## config.mk

```make
export PLATFORM = sky130hd
export DESIGN_NAME = idc_top
export DESIGN_NICKNAME = d
export VERILOG_FILES = /design/src/rtl/idc_pkg.sv /design/src/rtl/fetch_seq.sv /design/src/rtl/instr_decode.sv /design/src/rtl/exec_seq.sv /design/src/rtl/idc_top.sv
export SDC_FILE = /design/constraint.sdc
export NUM_CORES = 1
export LEC_CHECK = 0
export BUFFER_PORTS_ARGS = -buffer_cell sky130_fd_sc_hd__clkbuf_2
export CAP_MARGIN = 20
export CORE_AREA = 8 8 107 158
export DETAILED_ROUTE_END_ITERATION = 10
export DIE_AREA = 0 0 115 166
export PLACE_DENSITY = 0.61
export SLEW_MARGIN = 15
export SYNTH_ARGS = -nofsm -noshare
export SYNTH_HDL_FRONTEND = slang
export SYNTH_SLANG_ARGS = --single-unit
```

## constraint.sdc

```tcl
create_clock -name clk -period 3.45 [get_ports clk]
set_clock_uncertainty 0.05 [all_clocks]
set_input_delay 0.69 -clock clk [delete_from_list [all_inputs] [get_ports clk]]
set_output_delay 0.69 -clock clk [all_outputs]
set_load 0.01 [all_outputs]
```

## src/rtl/idc_pkg.sv

```systemverilog
package idc_pkg;

  localparam int instr_w = 32;
  localparam int imm_w = 16;
  localparam int reg_sel_w = 9;
  localparam int reg_w = 8;
  localparam int fn_w = 6;

  // Register select that addresses the program counter
  localparam logic [reg_sel_w-1:0] pc_sel = 9'h0FF;

  // Instruction word fields
  localparam int grp_hi = 31;
  localparam int grp_lo = 30;
  localparam int fn_hi = 29;
  localparam int fn_lo = 24;
  localparam int r1_hi = 23;
  localparam int r1_lo = 16;
  localparam int r2_hi = 15;
  localparam int r2_lo = 8;
  localparam int r3_hi = 7;
  localparam int r3_lo = 0;
  localparam int imm_hi = 15;
  localparam int imm_lo = 0;

  typedef enum logic [1:0] {
    grp_jmp_misc = 2'd0,
    grp_arith    = 2'd1,
    grp_logic    = 2'd2,
    grp_mem_man  = 2'd3
  } group_e;

  typedef enum logic [4:0] {
    nop, jmp, jez, jgz, jlz, hlt,
    add, sub,
    and_op, or_op, xor_op, sfl, sfr,
    mov, mvl, mvh, clr
  } op_e;

  // Function codes seen by the ALU
  typedef enum logic [8:0] {
    alu_chk = 9'h000,
    alu_add = 9'h040,
    alu_sub = 9'h041,
    alu_and = 9'h080,
    alu_or  = 9'h081,
    alu_xor = 9'h082,
    alu_sfl = 9'h083,
    alu_sfr = 9'h084
  } alu_fnct_e;

  typedef enum logic [2:0] {
    src_none = 3'd0,
    src_rtr  = 3'd1,
    src_alu  = 3'd2,
    src_dib  = 3'd3,
    src_imm  = 3'd4
  } rb_src_e;

  typedef enum logic [1:0] {
    hl_full = 2'd0,
    hl_low  = 2'd1,
    hl_high = 2'd2
  } hl_e;

  typedef enum logic [2:0] {
    f_idle, f_fetch, f_wait_mar, f_wait_ram_oe, f_wait_dib, f_wait_ir
  } fetch_state_e;

  typedef enum logic [2:0] {
    e_idle, e_alu_wait, e_reg_wait, e_pc_plus, e_pc_wait, e_jmp_wait, e_halt
  } exec_state_e;

  typedef struct packed {
    op_e              op;
    logic [reg_w-1:0] reg1;
    logic [reg_w-1:0] reg2;
    logic [reg_w-1:0] reg3;
    logic [imm_w-1:0] imm;
  } decoded_t;

  typedef struct packed {
    alu_fnct_e            alu_fnct;
    logic [reg_sel_w-1:0] alu_a_sel;
    logic [reg_sel_w-1:0] alu_b_sel;
    logic [reg_sel_w-1:0] rtr_sel;
    rb_src_e              rb_ip_sel;
    hl_e                  hl_sel;
    logic [reg_sel_w-1:0] rb_ip_reg_sel;
    logic [reg_sel_w-1:0] rb_reg_clr_sel;
  } route_t;

  typedef struct packed {
    logic ir_wr;
    logic mar_wr;
    logic ram_oe;
    logic alu_req;
    logic reg_wr;
    logic reg_clr;
    logic pc_incr;
    logic halt;
  } strobe_t;

  typedef struct packed {
    logic alu;
    logic reg_wr;
    logic mar_wr;
    logic ram_oe;
    logic ir_wr;
    logic dib;
  } ack_t;

  typedef struct packed {
    logic nf;
    logic zf;
  } flags_t;

endpackage

```

## src/rtl/fetch_seq.sv

```systemverilog
module fetch_seq (
  input  logic                       clk,
  input  logic                       rst_b,
  input  logic [idc_pkg::instr_w-1:0] instr,
  input  idc_pkg::ack_t              acks,
  input  logic                       done,
  output logic                       mar_wr,
  output logic                       ram_oe,
  output logic                       ir_wr,
  output logic                       word_valid,
  output logic [idc_pkg::instr_w-1:0] instr_word
);

  idc_pkg::fetch_state_e state;
  logic                  first;

  always_ff @(posedge clk or negedge rst_b)
  begin
    if (!rst_b)
    begin
      state <= idc_pkg::f_idle;
      first <= 1'b1;
      mar_wr <= 1'b0;
      ram_oe <= 1'b0;
      ir_wr <= 1'b0;
      word_valid <= 1'b0;
    end
    else
    begin
      mar_wr <= 1'b0;
      ram_oe <= 1'b0;
      ir_wr <= 1'b0;
      word_valid <= 1'b0;
      case (state)
        // First fetch after reset, then one per finished instruction
        idc_pkg::f_idle:
        begin
          if (first || done)
          begin
            first <= 1'b0;
            state <= idc_pkg::f_fetch;
          end
        end
        idc_pkg::f_fetch:
        begin
          mar_wr <= 1'b1;
          state <= idc_pkg::f_wait_mar;
        end
        idc_pkg::f_wait_mar:
        begin
          if (acks.mar_wr)
          begin
            ram_oe <= 1'b1;
            state <= idc_pkg::f_wait_ram_oe;
          end
        end
        idc_pkg::f_wait_ram_oe:
        begin
          if (acks.ram_oe)
            state <= idc_pkg::f_wait_dib;
        end
        idc_pkg::f_wait_dib:
        begin
          if (acks.dib)
          begin
            ir_wr <= 1'b1;
            state <= idc_pkg::f_wait_ir;
          end
        end
        idc_pkg::f_wait_ir:
        begin
          if (acks.ir_wr)
          begin
            word_valid <= 1'b1;
            state <= idc_pkg::f_idle;
          end
        end
        default: state <= idc_pkg::f_idle;
      endcase
    end
  end

  // Instruction is valid on the IR write ack
  always_ff @(posedge clk)
  begin
    if (state == idc_pkg::f_wait_ir && acks.ir_wr)
      instr_word <= instr;
  end

endmodule

```

## src/rtl/instr_decode.sv

```systemverilog
module instr_decode (
  input  logic                        clk,
  input  logic                        rst_b,
  input  logic                        word_valid,
  input  logic [idc_pkg::instr_w-1:0] instr_word,
  output logic                        op_valid,
  output idc_pkg::decoded_t           decoded,
  output logic [idc_pkg::imm_w-1:0]   imme_out
);

  idc_pkg::group_e             grp;
  logic [idc_pkg::fn_w-1:0]    fn;

  assign grp = idc_pkg::group_e'(instr_word[idc_pkg::grp_hi:idc_pkg::grp_lo]);
  assign fn = instr_word[idc_pkg::fn_hi:idc_pkg::fn_lo];

  // Unknown group/function pairs fall back to nop
  function automatic idc_pkg::op_e decode_op(input idc_pkg::group_e g,
                                             input logic [idc_pkg::fn_w-1:0] f);
    idc_pkg::op_e op;
    op = idc_pkg::nop;
    case (g)
      idc_pkg::grp_jmp_misc:
      begin
        case (f)
          6'd1: op = idc_pkg::jmp;
          6'd2: op = idc_pkg::jez;
          6'd3: op = idc_pkg::jgz;
          6'd4: op = idc_pkg::jlz;
          6'd5: op = idc_pkg::hlt;
          default: op = idc_pkg::nop;
        endcase
      end
      idc_pkg::grp_arith:
      begin
        case (f)
          6'd0: op = idc_pkg::add;
          6'd1: op = idc_pkg::sub;
          default: op = idc_pkg::nop;
        endcase
      end
      idc_pkg::grp_logic:
      begin
        case (f)
          6'd0: op = idc_pkg::and_op;
          6'd1: op = idc_pkg::or_op;
          6'd2: op = idc_pkg::xor_op;
          6'd3: op = idc_pkg::sfl;
          6'd4: op = idc_pkg::sfr;
          default: op = idc_pkg::nop;
        endcase
      end
      default:
      begin
        // Codes 0 and 1 were the memory load and store
        case (f)
          6'd2: op = idc_pkg::mov;
          6'd3: op = idc_pkg::mvl;
          6'd4: op = idc_pkg::mvh;
          6'd5: op = idc_pkg::clr;
          default: op = idc_pkg::nop;
        endcase
      end
    endcase
    return op;
  endfunction

  always_ff @(posedge clk or negedge rst_b)
  begin
    if (!rst_b)
      op_valid <= 1'b0;
    else
      op_valid <= word_valid;
  end

  // Fields stay put until the next fetched word
  always_ff @(posedge clk)
  begin
    if (word_valid)
    begin
      decoded.op <= decode_op(grp, fn);
      decoded.reg1 <= instr_word[idc_pkg::r1_hi:idc_pkg::r1_lo];
      decoded.reg2 <= instr_word[idc_pkg::r2_hi:idc_pkg::r2_lo];
      decoded.reg3 <= instr_word[idc_pkg::r3_hi:idc_pkg::r3_lo];
      decoded.imm <= instr_word[idc_pkg::imm_hi:idc_pkg::imm_lo];
    end
  end

  assign imme_out = decoded.imm;

endmodule

```

## src/rtl/exec_seq.sv

```systemverilog
module exec_seq (
  input  logic              clk,
  input  logic              rst_b,
  input  logic              op_valid,
  input  idc_pkg::decoded_t decoded,
  input  idc_pkg::ack_t     acks,
  input  idc_pkg::flags_t   flags,
  output logic              alu_req,
  output logic              reg_wr,
  output logic              reg_clr,
  output logic              pc_incr,
  output logic              halt,
  output idc_pkg::route_t   route,
  output logic              done
);

  idc_pkg::exec_state_e          state;
  idc_pkg::alu_fnct_e            fnct;
  logic                          two_op;
  logic                          is_branch;
  logic                          taken;
  logic [idc_pkg::reg_sel_w-1:0] r1_sel;
  logic [idc_pkg::reg_sel_w-1:0] r2_sel;
  logic [idc_pkg::reg_sel_w-1:0] r3_sel;

  assign r1_sel = {1'b0, decoded.reg1};
  assign r2_sel = {1'b0, decoded.reg2};
  assign r3_sel = {1'b0, decoded.reg3};

  assign two_op = decoded.op inside {idc_pkg::add, idc_pkg::sub, idc_pkg::and_op,
                                     idc_pkg::or_op, idc_pkg::xor_op};
  assign is_branch = decoded.op inside {idc_pkg::jez, idc_pkg::jgz, idc_pkg::jlz};

  // Flags are sampled with the ALU ack
  assign taken = (decoded.op == idc_pkg::jez && flags.zf) ||
                 (decoded.op == idc_pkg::jgz && !flags.zf && !flags.nf) ||
                 (decoded.op == idc_pkg::jlz && flags.nf);

  always_comb
  begin
    case (decoded.op)
      idc_pkg::add: fnct = idc_pkg::alu_add;
      idc_pkg::sub: fnct = idc_pkg::alu_sub;
      idc_pkg::and_op: fnct = idc_pkg::alu_and;
      idc_pkg::or_op: fnct = idc_pkg::alu_or;
      idc_pkg::xor_op: fnct = idc_pkg::alu_xor;
      idc_pkg::sfl: fnct = idc_pkg::alu_sfl;
      idc_pkg::sfr: fnct = idc_pkg::alu_sfr;
      default: fnct = idc_pkg::alu_chk;
    endcase
  end

  always_ff @(posedge clk or negedge rst_b)
  begin
    if (!rst_b)
    begin
      state <= idc_pkg::e_idle;
      route <= '0;
      alu_req <= 1'b0;
      reg_wr <= 1'b0;
      reg_clr <= 1'b0;
      pc_incr <= 1'b0;
      halt <= 1'b0;
      done <= 1'b0;
    end
    else
    begin
      alu_req <= 1'b0;
      reg_wr <= 1'b0;
      reg_clr <= 1'b0;
      pc_incr <= 1'b0;
      done <= 1'b0;
      case (state)
        idc_pkg::e_idle:
        begin
          if (op_valid)
          begin
            case (decoded.op)
              idc_pkg::nop: state <= idc_pkg::e_pc_plus;
              idc_pkg::hlt:
              begin
                halt <= 1'b1;
                state <= idc_pkg::e_halt;
              end
              idc_pkg::jmp:
              begin
                route.rtr_sel <= r1_sel;
                route.rb_ip_sel <= idc_pkg::src_rtr;
                route.hl_sel <= idc_pkg::hl_full;
                route.rb_ip_reg_sel <= idc_pkg::pc_sel;
                reg_wr <= 1'b1;
                state <= idc_pkg::e_jmp_wait;
              end
              idc_pkg::mov:
              begin
                route.rtr_sel <= r2_sel;
                route.rb_ip_sel <= idc_pkg::src_rtr;
                route.hl_sel <= idc_pkg::hl_full;
                route.rb_ip_reg_sel <= r1_sel;
                reg_wr <= 1'b1;
                state <= idc_pkg::e_reg_wait;
              end
              idc_pkg::mvl, idc_pkg::mvh:
              begin
                route.rb_ip_sel <= idc_pkg::src_imm;
                route.hl_sel <= (decoded.op == idc_pkg::mvh) ? idc_pkg::hl_high
                                                              : idc_pkg::hl_low;
                route.rb_ip_reg_sel <= r1_sel;
                reg_wr <= 1'b1;
                state <= idc_pkg::e_reg_wait;
              end
              idc_pkg::clr:
              begin
                route.rb_reg_clr_sel <= r1_sel;
                reg_clr <= 1'b1;
                state <= idc_pkg::e_pc_plus;
              end
              // ALU ops and the check pass of conditional branches
              default:
              begin
                route.alu_fnct <= fnct;
                route.alu_a_sel <= r1_sel;
                if (two_op)
                  route.alu_b_sel <= r2_sel;
                alu_req <= 1'b1;
                state <= idc_pkg::e_alu_wait;
              end
            endcase
          end
        end
        idc_pkg::e_alu_wait:
        begin
          if (acks.alu)
          begin
            if (is_branch && taken)
            begin
              route.rtr_sel <= r2_sel;
              route.rb_ip_sel <= idc_pkg::src_rtr;
              route.hl_sel <= idc_pkg::hl_full;
              route.rb_ip_reg_sel <= idc_pkg::pc_sel;
              reg_wr <= 1'b1;
              state <= idc_pkg::e_jmp_wait;
            end
            else if (is_branch)
              state <= idc_pkg::e_pc_plus;
            else
            begin
              // Shifts write back in place
              route.rb_ip_sel <= idc_pkg::src_alu;
              route.hl_sel <= idc_pkg::hl_full;
              route.rb_ip_reg_sel <= two_op ? r3_sel : r1_sel;
              reg_wr <= 1'b1;
              state <= idc_pkg::e_reg_wait;
            end
          end
        end
        idc_pkg::e_reg_wait:
        begin
          if (acks.reg_wr)
            state <= idc_pkg::e_pc_plus;
        end
        idc_pkg::e_pc_plus:
        begin
          route.rb_ip_reg_sel <= idc_pkg::pc_sel;
          pc_incr <= 1'b1;
          state <= idc_pkg::e_pc_wait;
        end
        idc_pkg::e_pc_wait, idc_pkg::e_jmp_wait:
        begin
          if (acks.reg_wr)
          begin
            done <= 1'b1;
            state <= idc_pkg::e_idle;
          end
        end
        // Halted until reset
        default: state <= idc_pkg::e_halt;
      endcase
    end
  end

endmodule

```

## src/rtl/idc_top.sv

```systemverilog
module idc_top (
  input  logic                        clk,
  input  logic                        rst_b,
  input  logic [idc_pkg::instr_w-1:0] instr,
  input  idc_pkg::ack_t               acks,
  input  idc_pkg::flags_t             flags,
  output idc_pkg::strobe_t            strobes,
  output idc_pkg::route_t             route,
  output logic [idc_pkg::imm_w-1:0]   imme_out
);

  logic                        mar_wr;
  logic                        ram_oe;
  logic                        ir_wr;
  logic                        alu_req;
  logic                        reg_wr;
  logic                        reg_clr;
  logic                        pc_incr;
  logic                        halt;
  logic                        word_valid;
  logic                        op_valid;
  logic                        done;
  logic [idc_pkg::instr_w-1:0] instr_word;
  idc_pkg::decoded_t           decoded;

  fetch_seq u_fetch_seq (
    .clk        (clk),
    .rst_b      (rst_b),
    .instr      (instr),
    .acks       (acks),
    .done       (done),
    .mar_wr     (mar_wr),
    .ram_oe     (ram_oe),
    .ir_wr      (ir_wr),
    .word_valid (word_valid),
    .instr_word (instr_word)
  );

  instr_decode u_instr_decode (
    .clk        (clk),
    .rst_b      (rst_b),
    .word_valid (word_valid),
    .instr_word (instr_word),
    .op_valid   (op_valid),
    .decoded    (decoded),
    .imme_out   (imme_out)
  );

  exec_seq u_exec_seq (
    .clk      (clk),
    .rst_b    (rst_b),
    .op_valid (op_valid),
    .decoded  (decoded),
    .acks     (acks),
    .flags    (flags),
    .alu_req  (alu_req),
    .reg_wr   (reg_wr),
    .reg_clr  (reg_clr),
    .pc_incr  (pc_incr),
    .halt     (halt),
    .route    (route),
    .done     (done)
  );

  assign strobes = '{ir_wr: ir_wr, mar_wr: mar_wr, ram_oe: ram_oe, alu_req: alu_req,
                     reg_wr: reg_wr, reg_clr: reg_clr, pc_incr: pc_incr, halt: halt};

endmodule

```

== Yosys cells after proc, flatten, opt, wreduce, memory -nomap -nowiden ==
Cells that the tools add are included.
Operators by class
  reductions and logical operators: 36
  eq/ne operators: 46
  muxes and demuxes: 54
  bitwise gates (word level): 1
Operators with widths (count)
  $pmux W8 S7: 1
  $pmux W14 S3: 1
  $eq A5 B4 Y1 const B: 8
  $mux W32: 1
  $mux W3: 10
  $pmux W3 S5: 2
  $mux W14: 2
  $pmux W14 S2: 1
  $pmux W9 S3: 1
  $mux W23: 1
  $mux W1: 22
  $eq A5 B3 Y1 const B: 4
  $pmux W4 S5: 1
  $pmux W5 S4: 1
  $reduce_and A5 Y1: 4
  $pmux W3 S6: 1
  $pmux W9 S2: 1
  $mux W8: 2
  $ne A2 B2 Y1 const B: 8
  $pmux W5 S3: 1
  $eq A3 B2 Y1 const B: 4
  $eq A3 B3 Y1 const B: 4
  $eq A6 B2 Y1 const B: 2
  $eq A6 B3 Y1 const B: 2
  33 further kinds: 52
Word-level totals
  logic and storage cells: 165
  input port bits: 42
  register bits after elaboration: 150

== Longest topological paths before layout ==
  depth in word-level cells: 9
  gate-level depth with buffers: 8
  mapped depth without buffers: 6

== Hierarchy ==
From an unflattened synthesis, not the netlist that was laid out.
Second synthesis, totals
  cells, all modules: 467
  area total of the unflattened synthesis: 5941.9 um2
By module, submodules not included
  exec_seq: cells an instance 310, times used 1, area each 3244.4 um2
  fetch_seq: cells an instance 62, times used 1, area each 1335.0 um2
  instr_decode: cells an instance 87, times used 1, area each 1302.5 um2
  idc_top: cells an instance 8, times used 1, area each 60.1 um2

== Least setup slack after synthesis ==
OpenSTA, ideal clock, no wires.
  path kind: input to register
  start point: input acks[1] (netlist bit)
  end point: register u_fetch_seq.instr_word[0] (netlist bit) (enable)
  stages: 2
  arrival time: 2147 ps
  data required time: 2978 ps
  slack: 831 ps
  setup time: 422 ps
  cells stage by stage: nand2_1 -> nor2_1
Between the ends
  word-level cells in the longest chain between the ends: 1
RTL lines
  start, declared: line idc_top.sv:5  | input idc_pkg::ack_t acks,
  $logic_and A1 B1 Y1: line fetch_seq.sv:86  | if (state == idc_pkg::f_wait_ir && acks.ir_wr)
  end signal, assigned: line fetch_seq.sv:87  | instr_word <= instr;
  end, declared: line fetch_seq.sv:11  | output logic [idc_pkg::instr_w-1:0] instr_word
Every way passes these cells.
A chain may end at the register's enable or synchronous reset.

== Final worst setup path ==
  start point: register, netlist name u_instr_decode.decoded[42]
  end point: register, netlist name u_exec_seq.route[47]
Between the ends
  word-level cells in the longest chain between the ends: 4
  elaborated cells on any way between the ends: 10
  classes of those cells: eq/ne: 6; bitwise: 1; reduce/logical: 3
RTL lines
  $eq A5 B3 Y1 (tied with other cells): line exec_seq.sv:78  | case (decoded.op)
  $reduce_or A7 Y1 (no line) (*)
  $not A1 Y1 (no line) (*)
  $reduce_and A3 Y1 (no line) (*)
Mark *: on every way between the ends. The rest lies on a longest branch, timed or not.

==> results.sh <==
export IMPL_number_of_enable_flip_flop_cells_after_synthesis=61
export IMPL_route_vias_total=3458
export IMPL_power_share_combinational=0.159
export IMPL_regToRegStartpoint="u_instr_decode.decoded[42]$_DFFE_PP_"
export IMPL_ctsHoldBuffers=0
export IMPL_p_int_mw=3.180
export IMPL_post_cts_setup_buffer_count=0
export IMPL_grt_start_max_net_pins=69
export IMPL_place_port_buffers=115
export IMPL_clock_sinks=129
export IMPL_firstDrtPassIters=4
export IMPL_worstRegToRegCells=4
export IMPL_final_min_period_over_clock_period=0.7078
export IMPL_async_flop_share=0.5271
export IMPL_slew_headroom=0.2917
export IMPL_area_growth_syn_to_layout_pct=20.56
export IMPL_timing_critical_path_required_ns=3.69
export IMPL_grt_pass1_wl_mm=20.53
export IMPL_switching_power_mw=1.178
export IMPL_timing_reg2reg_setup_slack_ns=1.01
export IMPL_dominantRegCellSynth="dfrtp_1"
export IMPL_syn_cell_area_um2=5454
export IMPL_design_die_area_um2=19090
export IMPL_floorplan_core_area_um2=14730
export IMPL_clock_tree_buffer_depth=2
export IMPL_status="finished, final reports clean"
export IMPL_root_buf_cell="clkbuf_16"
export IMPL_yosys_cell_types_count=49
export IMPL_starting_utilization_of_the_core_area=0.3703
export IMPL_crit_path_end_kind="register"
export IMPL_critPathSlowestCell="o211ai_2"
export IMPL_nNetsFinal=540
export IMPL_post_dp_hpwl_mm=9.945
export IMPL_wirelength_mm=13.17
export IMPL_drt_vias_per_instance=4.870
export IMPL_grt_overflow=0
export IMPL_ant_nets=0
export IMPL_routedWlPerCell_um=18.55
export IMPL_layout_cells_most_common_list="114 x clkbuf_2, 67 x dfrtp_1, 61 x edfxtp_1, 33 x mux2_2, 26 x nand2_1"
export IMPL_netSwitchingFraction=0.2704
export IMPL_path_type_of_the_worst_min_delay_path="in -> async"
export IMPL_layout_cells_most_common="clkbuf_2"
export IMPL_numCtsBuffers=17
export IMPL_clock_fmax_mhz=409.5
export IMPL_finalNonFillerCells=710
export IMPL_worstSkewPairLatency_ns=0.41
export IMPL_cells_after_synth=403
export IMPL_final_layout_size_suffix_gt1_frac=0.3836
export IMPL_vias_in_the_first_global_route=3648
export IMPL_worstPathCellList="nand2b_1 -> a21oi_1 -> o211ai_2 -> mux2_2"
export IMPL_crit_fanout=19
export IMPL_ctsResizeCount=0
export IMPL_worstPathArrival_ns=2.68
export IMPL_cts_htree_levels=4
export IMPL_vdd_ir_drop_worst_uv=301.1
export IMPL_total_leakage_power_nw=2.886
export IMPL_n_antenna_cell=0
export IMPL_die_width_um=115
export IMPL_total_negative_setup_slack_ns=0
export IMPL_final_setup_viol_count=0
export IMPL_final_min_clock_period_ns=2.442
export IMPL_power_share_sequential=0.445
export IMPL_ys_ff_latch=129
export IMPL_worst_setup_path_start_kind="register"
export IMPL_register_area_um2=3535
export IMPL_die_h_um=166
export IMPL_path_buf_inv=0
export IMPL_max_cap_violations=0
export IMPL_drt_initial_drc_count=169
export IMPL_fillerInstances=1407
export IMPL_yosys_warnings=0
export IMPL_drt_drc_violations_left=0
export IMPL_worst_slew_pin_transition_ns=1.059
export IMPL_end_of_the_worst_register_to_register_path="u_exec_seq.route[47]$_DFFE_PN0P_"
export IMPL_boundaryPins=125
export IMPL_timing_final_hold_violations=0
export IMPL_antenna_found_initial=0
export IMPL_worst_setup_path_category="reg -> reg"
export IMPL_critical_path_max_stage_delay_ns=0.83
export IMPL_area_of_the_multi_input_gates_um2=1602
export IMPL_grt_setup_unrepaired="no"
export IMPL_report_final_slew_viol_count=0
export IMPL_clkSlewWorstSetupHoldPaths_ns=0.06
export IMPL_critical_path_top_delay_family="compound AO/OA/AOI/OAI gates"
export IMPL_tritoncts="yes"
export IMPL_gr_usage_all_layers=0.1439
export IMPL_pwr_density_cell_nw_per_um2=662.8
export IMPL_placement_rows=55
export IMPL_place_gp_congestion=0.8255
export IMPL_average_size_of_a_mapped_cell_um2=13.53
export IMPL_clock_power_share=0.396
export IMPL_yosysSeqAreaShare=0.6481
export IMPL_place_inst=678
-- cells by family after synthesis --
logic type	synth area share
flip-flops	0.6481
AO/OA/AOI/OAI	0.09773
AND/OR/NAND/NOR	0.1000
other	0.0006876
multiplexers	0.08832
buffers and inverters	0.06515
-- through the flow --
step | setup slack, ns | cell area (um^2) | utilization | power, mW | hold slack (ns)
after floorplan | 0.8309 | 5484 | - | 2.427 | 0.3444
after CTS | 0.9790 | 6575 | 0.4465 | 4.414 | 0.3690
after global routing | 0.7816 | 6575 | 0.4465 | 4.568 | 0.3755
final | 1.008 | 6575 | 0.4465 | 4.358 | 0.3534
after detailed placement | 0.9873 | 6001 | 0.4075 | 2.675 | 0.3556
after global placement | 0.9876 | 6001 | 0.4075 | 2.653 | 0.3509
-- worst max path at each step --
stage / from / cells past startpoint / endpoint
floorplan: acks[1] / 2 / u_fetch_seq.instr_word[0]$_DFFE_PP_
global placement: u_instr_decode.decoded[42]$_DFFE_PP_ / 4 / u_exec_seq.route[44]$_DFFE_PN0P_
detailed placement: u_instr_decode.decoded[42]$_DFFE_PP_ / 4 / u_exec_seq.route[47]$_DFFE_PN0P_
CTS: u_instr_decode.decoded[42]$_DFFE_PP_ / 4 / u_exec_seq.route[47]$_DFFE_PN0P_
global route: u_instr_decode.decoded[42]$_DFFE_PP_ / 4 / u_exec_seq.route[41]$_DFFE_PN0P_
finish: u_instr_decode.decoded[42]$_DFFE_PP_ / 4 / u_exec_seq.route[47]$_DFFE_PN0P_
-- per-layer routing --
layer  vias up  wire length [um]  GRT usage
li1       1627                 -          -
met1      1705              5132     0.1579
met5         -                 0          0
met2       105              7070     0.2489
met4         0               340    0.07118
met3        21               625    0.03677
-- synth_stat cells, types with 9 or more instances --
cell type / number / area, um^2
a21oi_1: 10 / 50.05
buf_2: 11 / 55.05
buf_4: 33 / 247.7
dfrtp_1: 67 / 1677
edfxtp_1: 61 / 1832
mux2_2: 33 / 371.6
mux2i_1: 11 / 110.1
nand2_1: 26 / 97.59
nand2b_1: 9 / 56.30
nor2_1: 26 / 97.59
o21ai_0: 12 / 60.06
o22a_1: 10 / 87.58
-- sequential cells by signal, summed over array words and instances, names as in the netlist, 3 cells and up --
register                 flops
u_instr_decode.decoded      14
u_fetch_seq.state            3
u_fetch_seq.instr_word      32
u_exec_seq.route            50
u_exec_seq.state             3
u_instr_decode.imme_out     15
-- power by group through the flow --
| stage | Sequential (mW) | Combinational, mW | Clock [mW] |
|---|---|---|---|
| global placement | 1.96 | 0.688 | 0 |
| global route | 1.97 | 0.767 | 1.83 |
| CTS | 1.94 | 0.705 | 1.77 |
| floorplan | 1.92 | 0.504 | 0 |
| finish | 1.94 | 0.691 | 1.73 |
| detailed placement | 1.97 | 0.705 | 0 |
-- cell type report --
class | count | area share
Timing Repair Buffer | 116 | 0.08906
Sequential cell | 129 | 0.5376
Inverter | 8 | 0.004567
Multi-Input combinational cell | 226 | 0.2436
Clock buffer | 23 | 0.07117
Clock inverter | 9 | 0.01618
Tap cell | 199 | 0.03787
No activity file was read; power rests on OpenSTA's default activity.
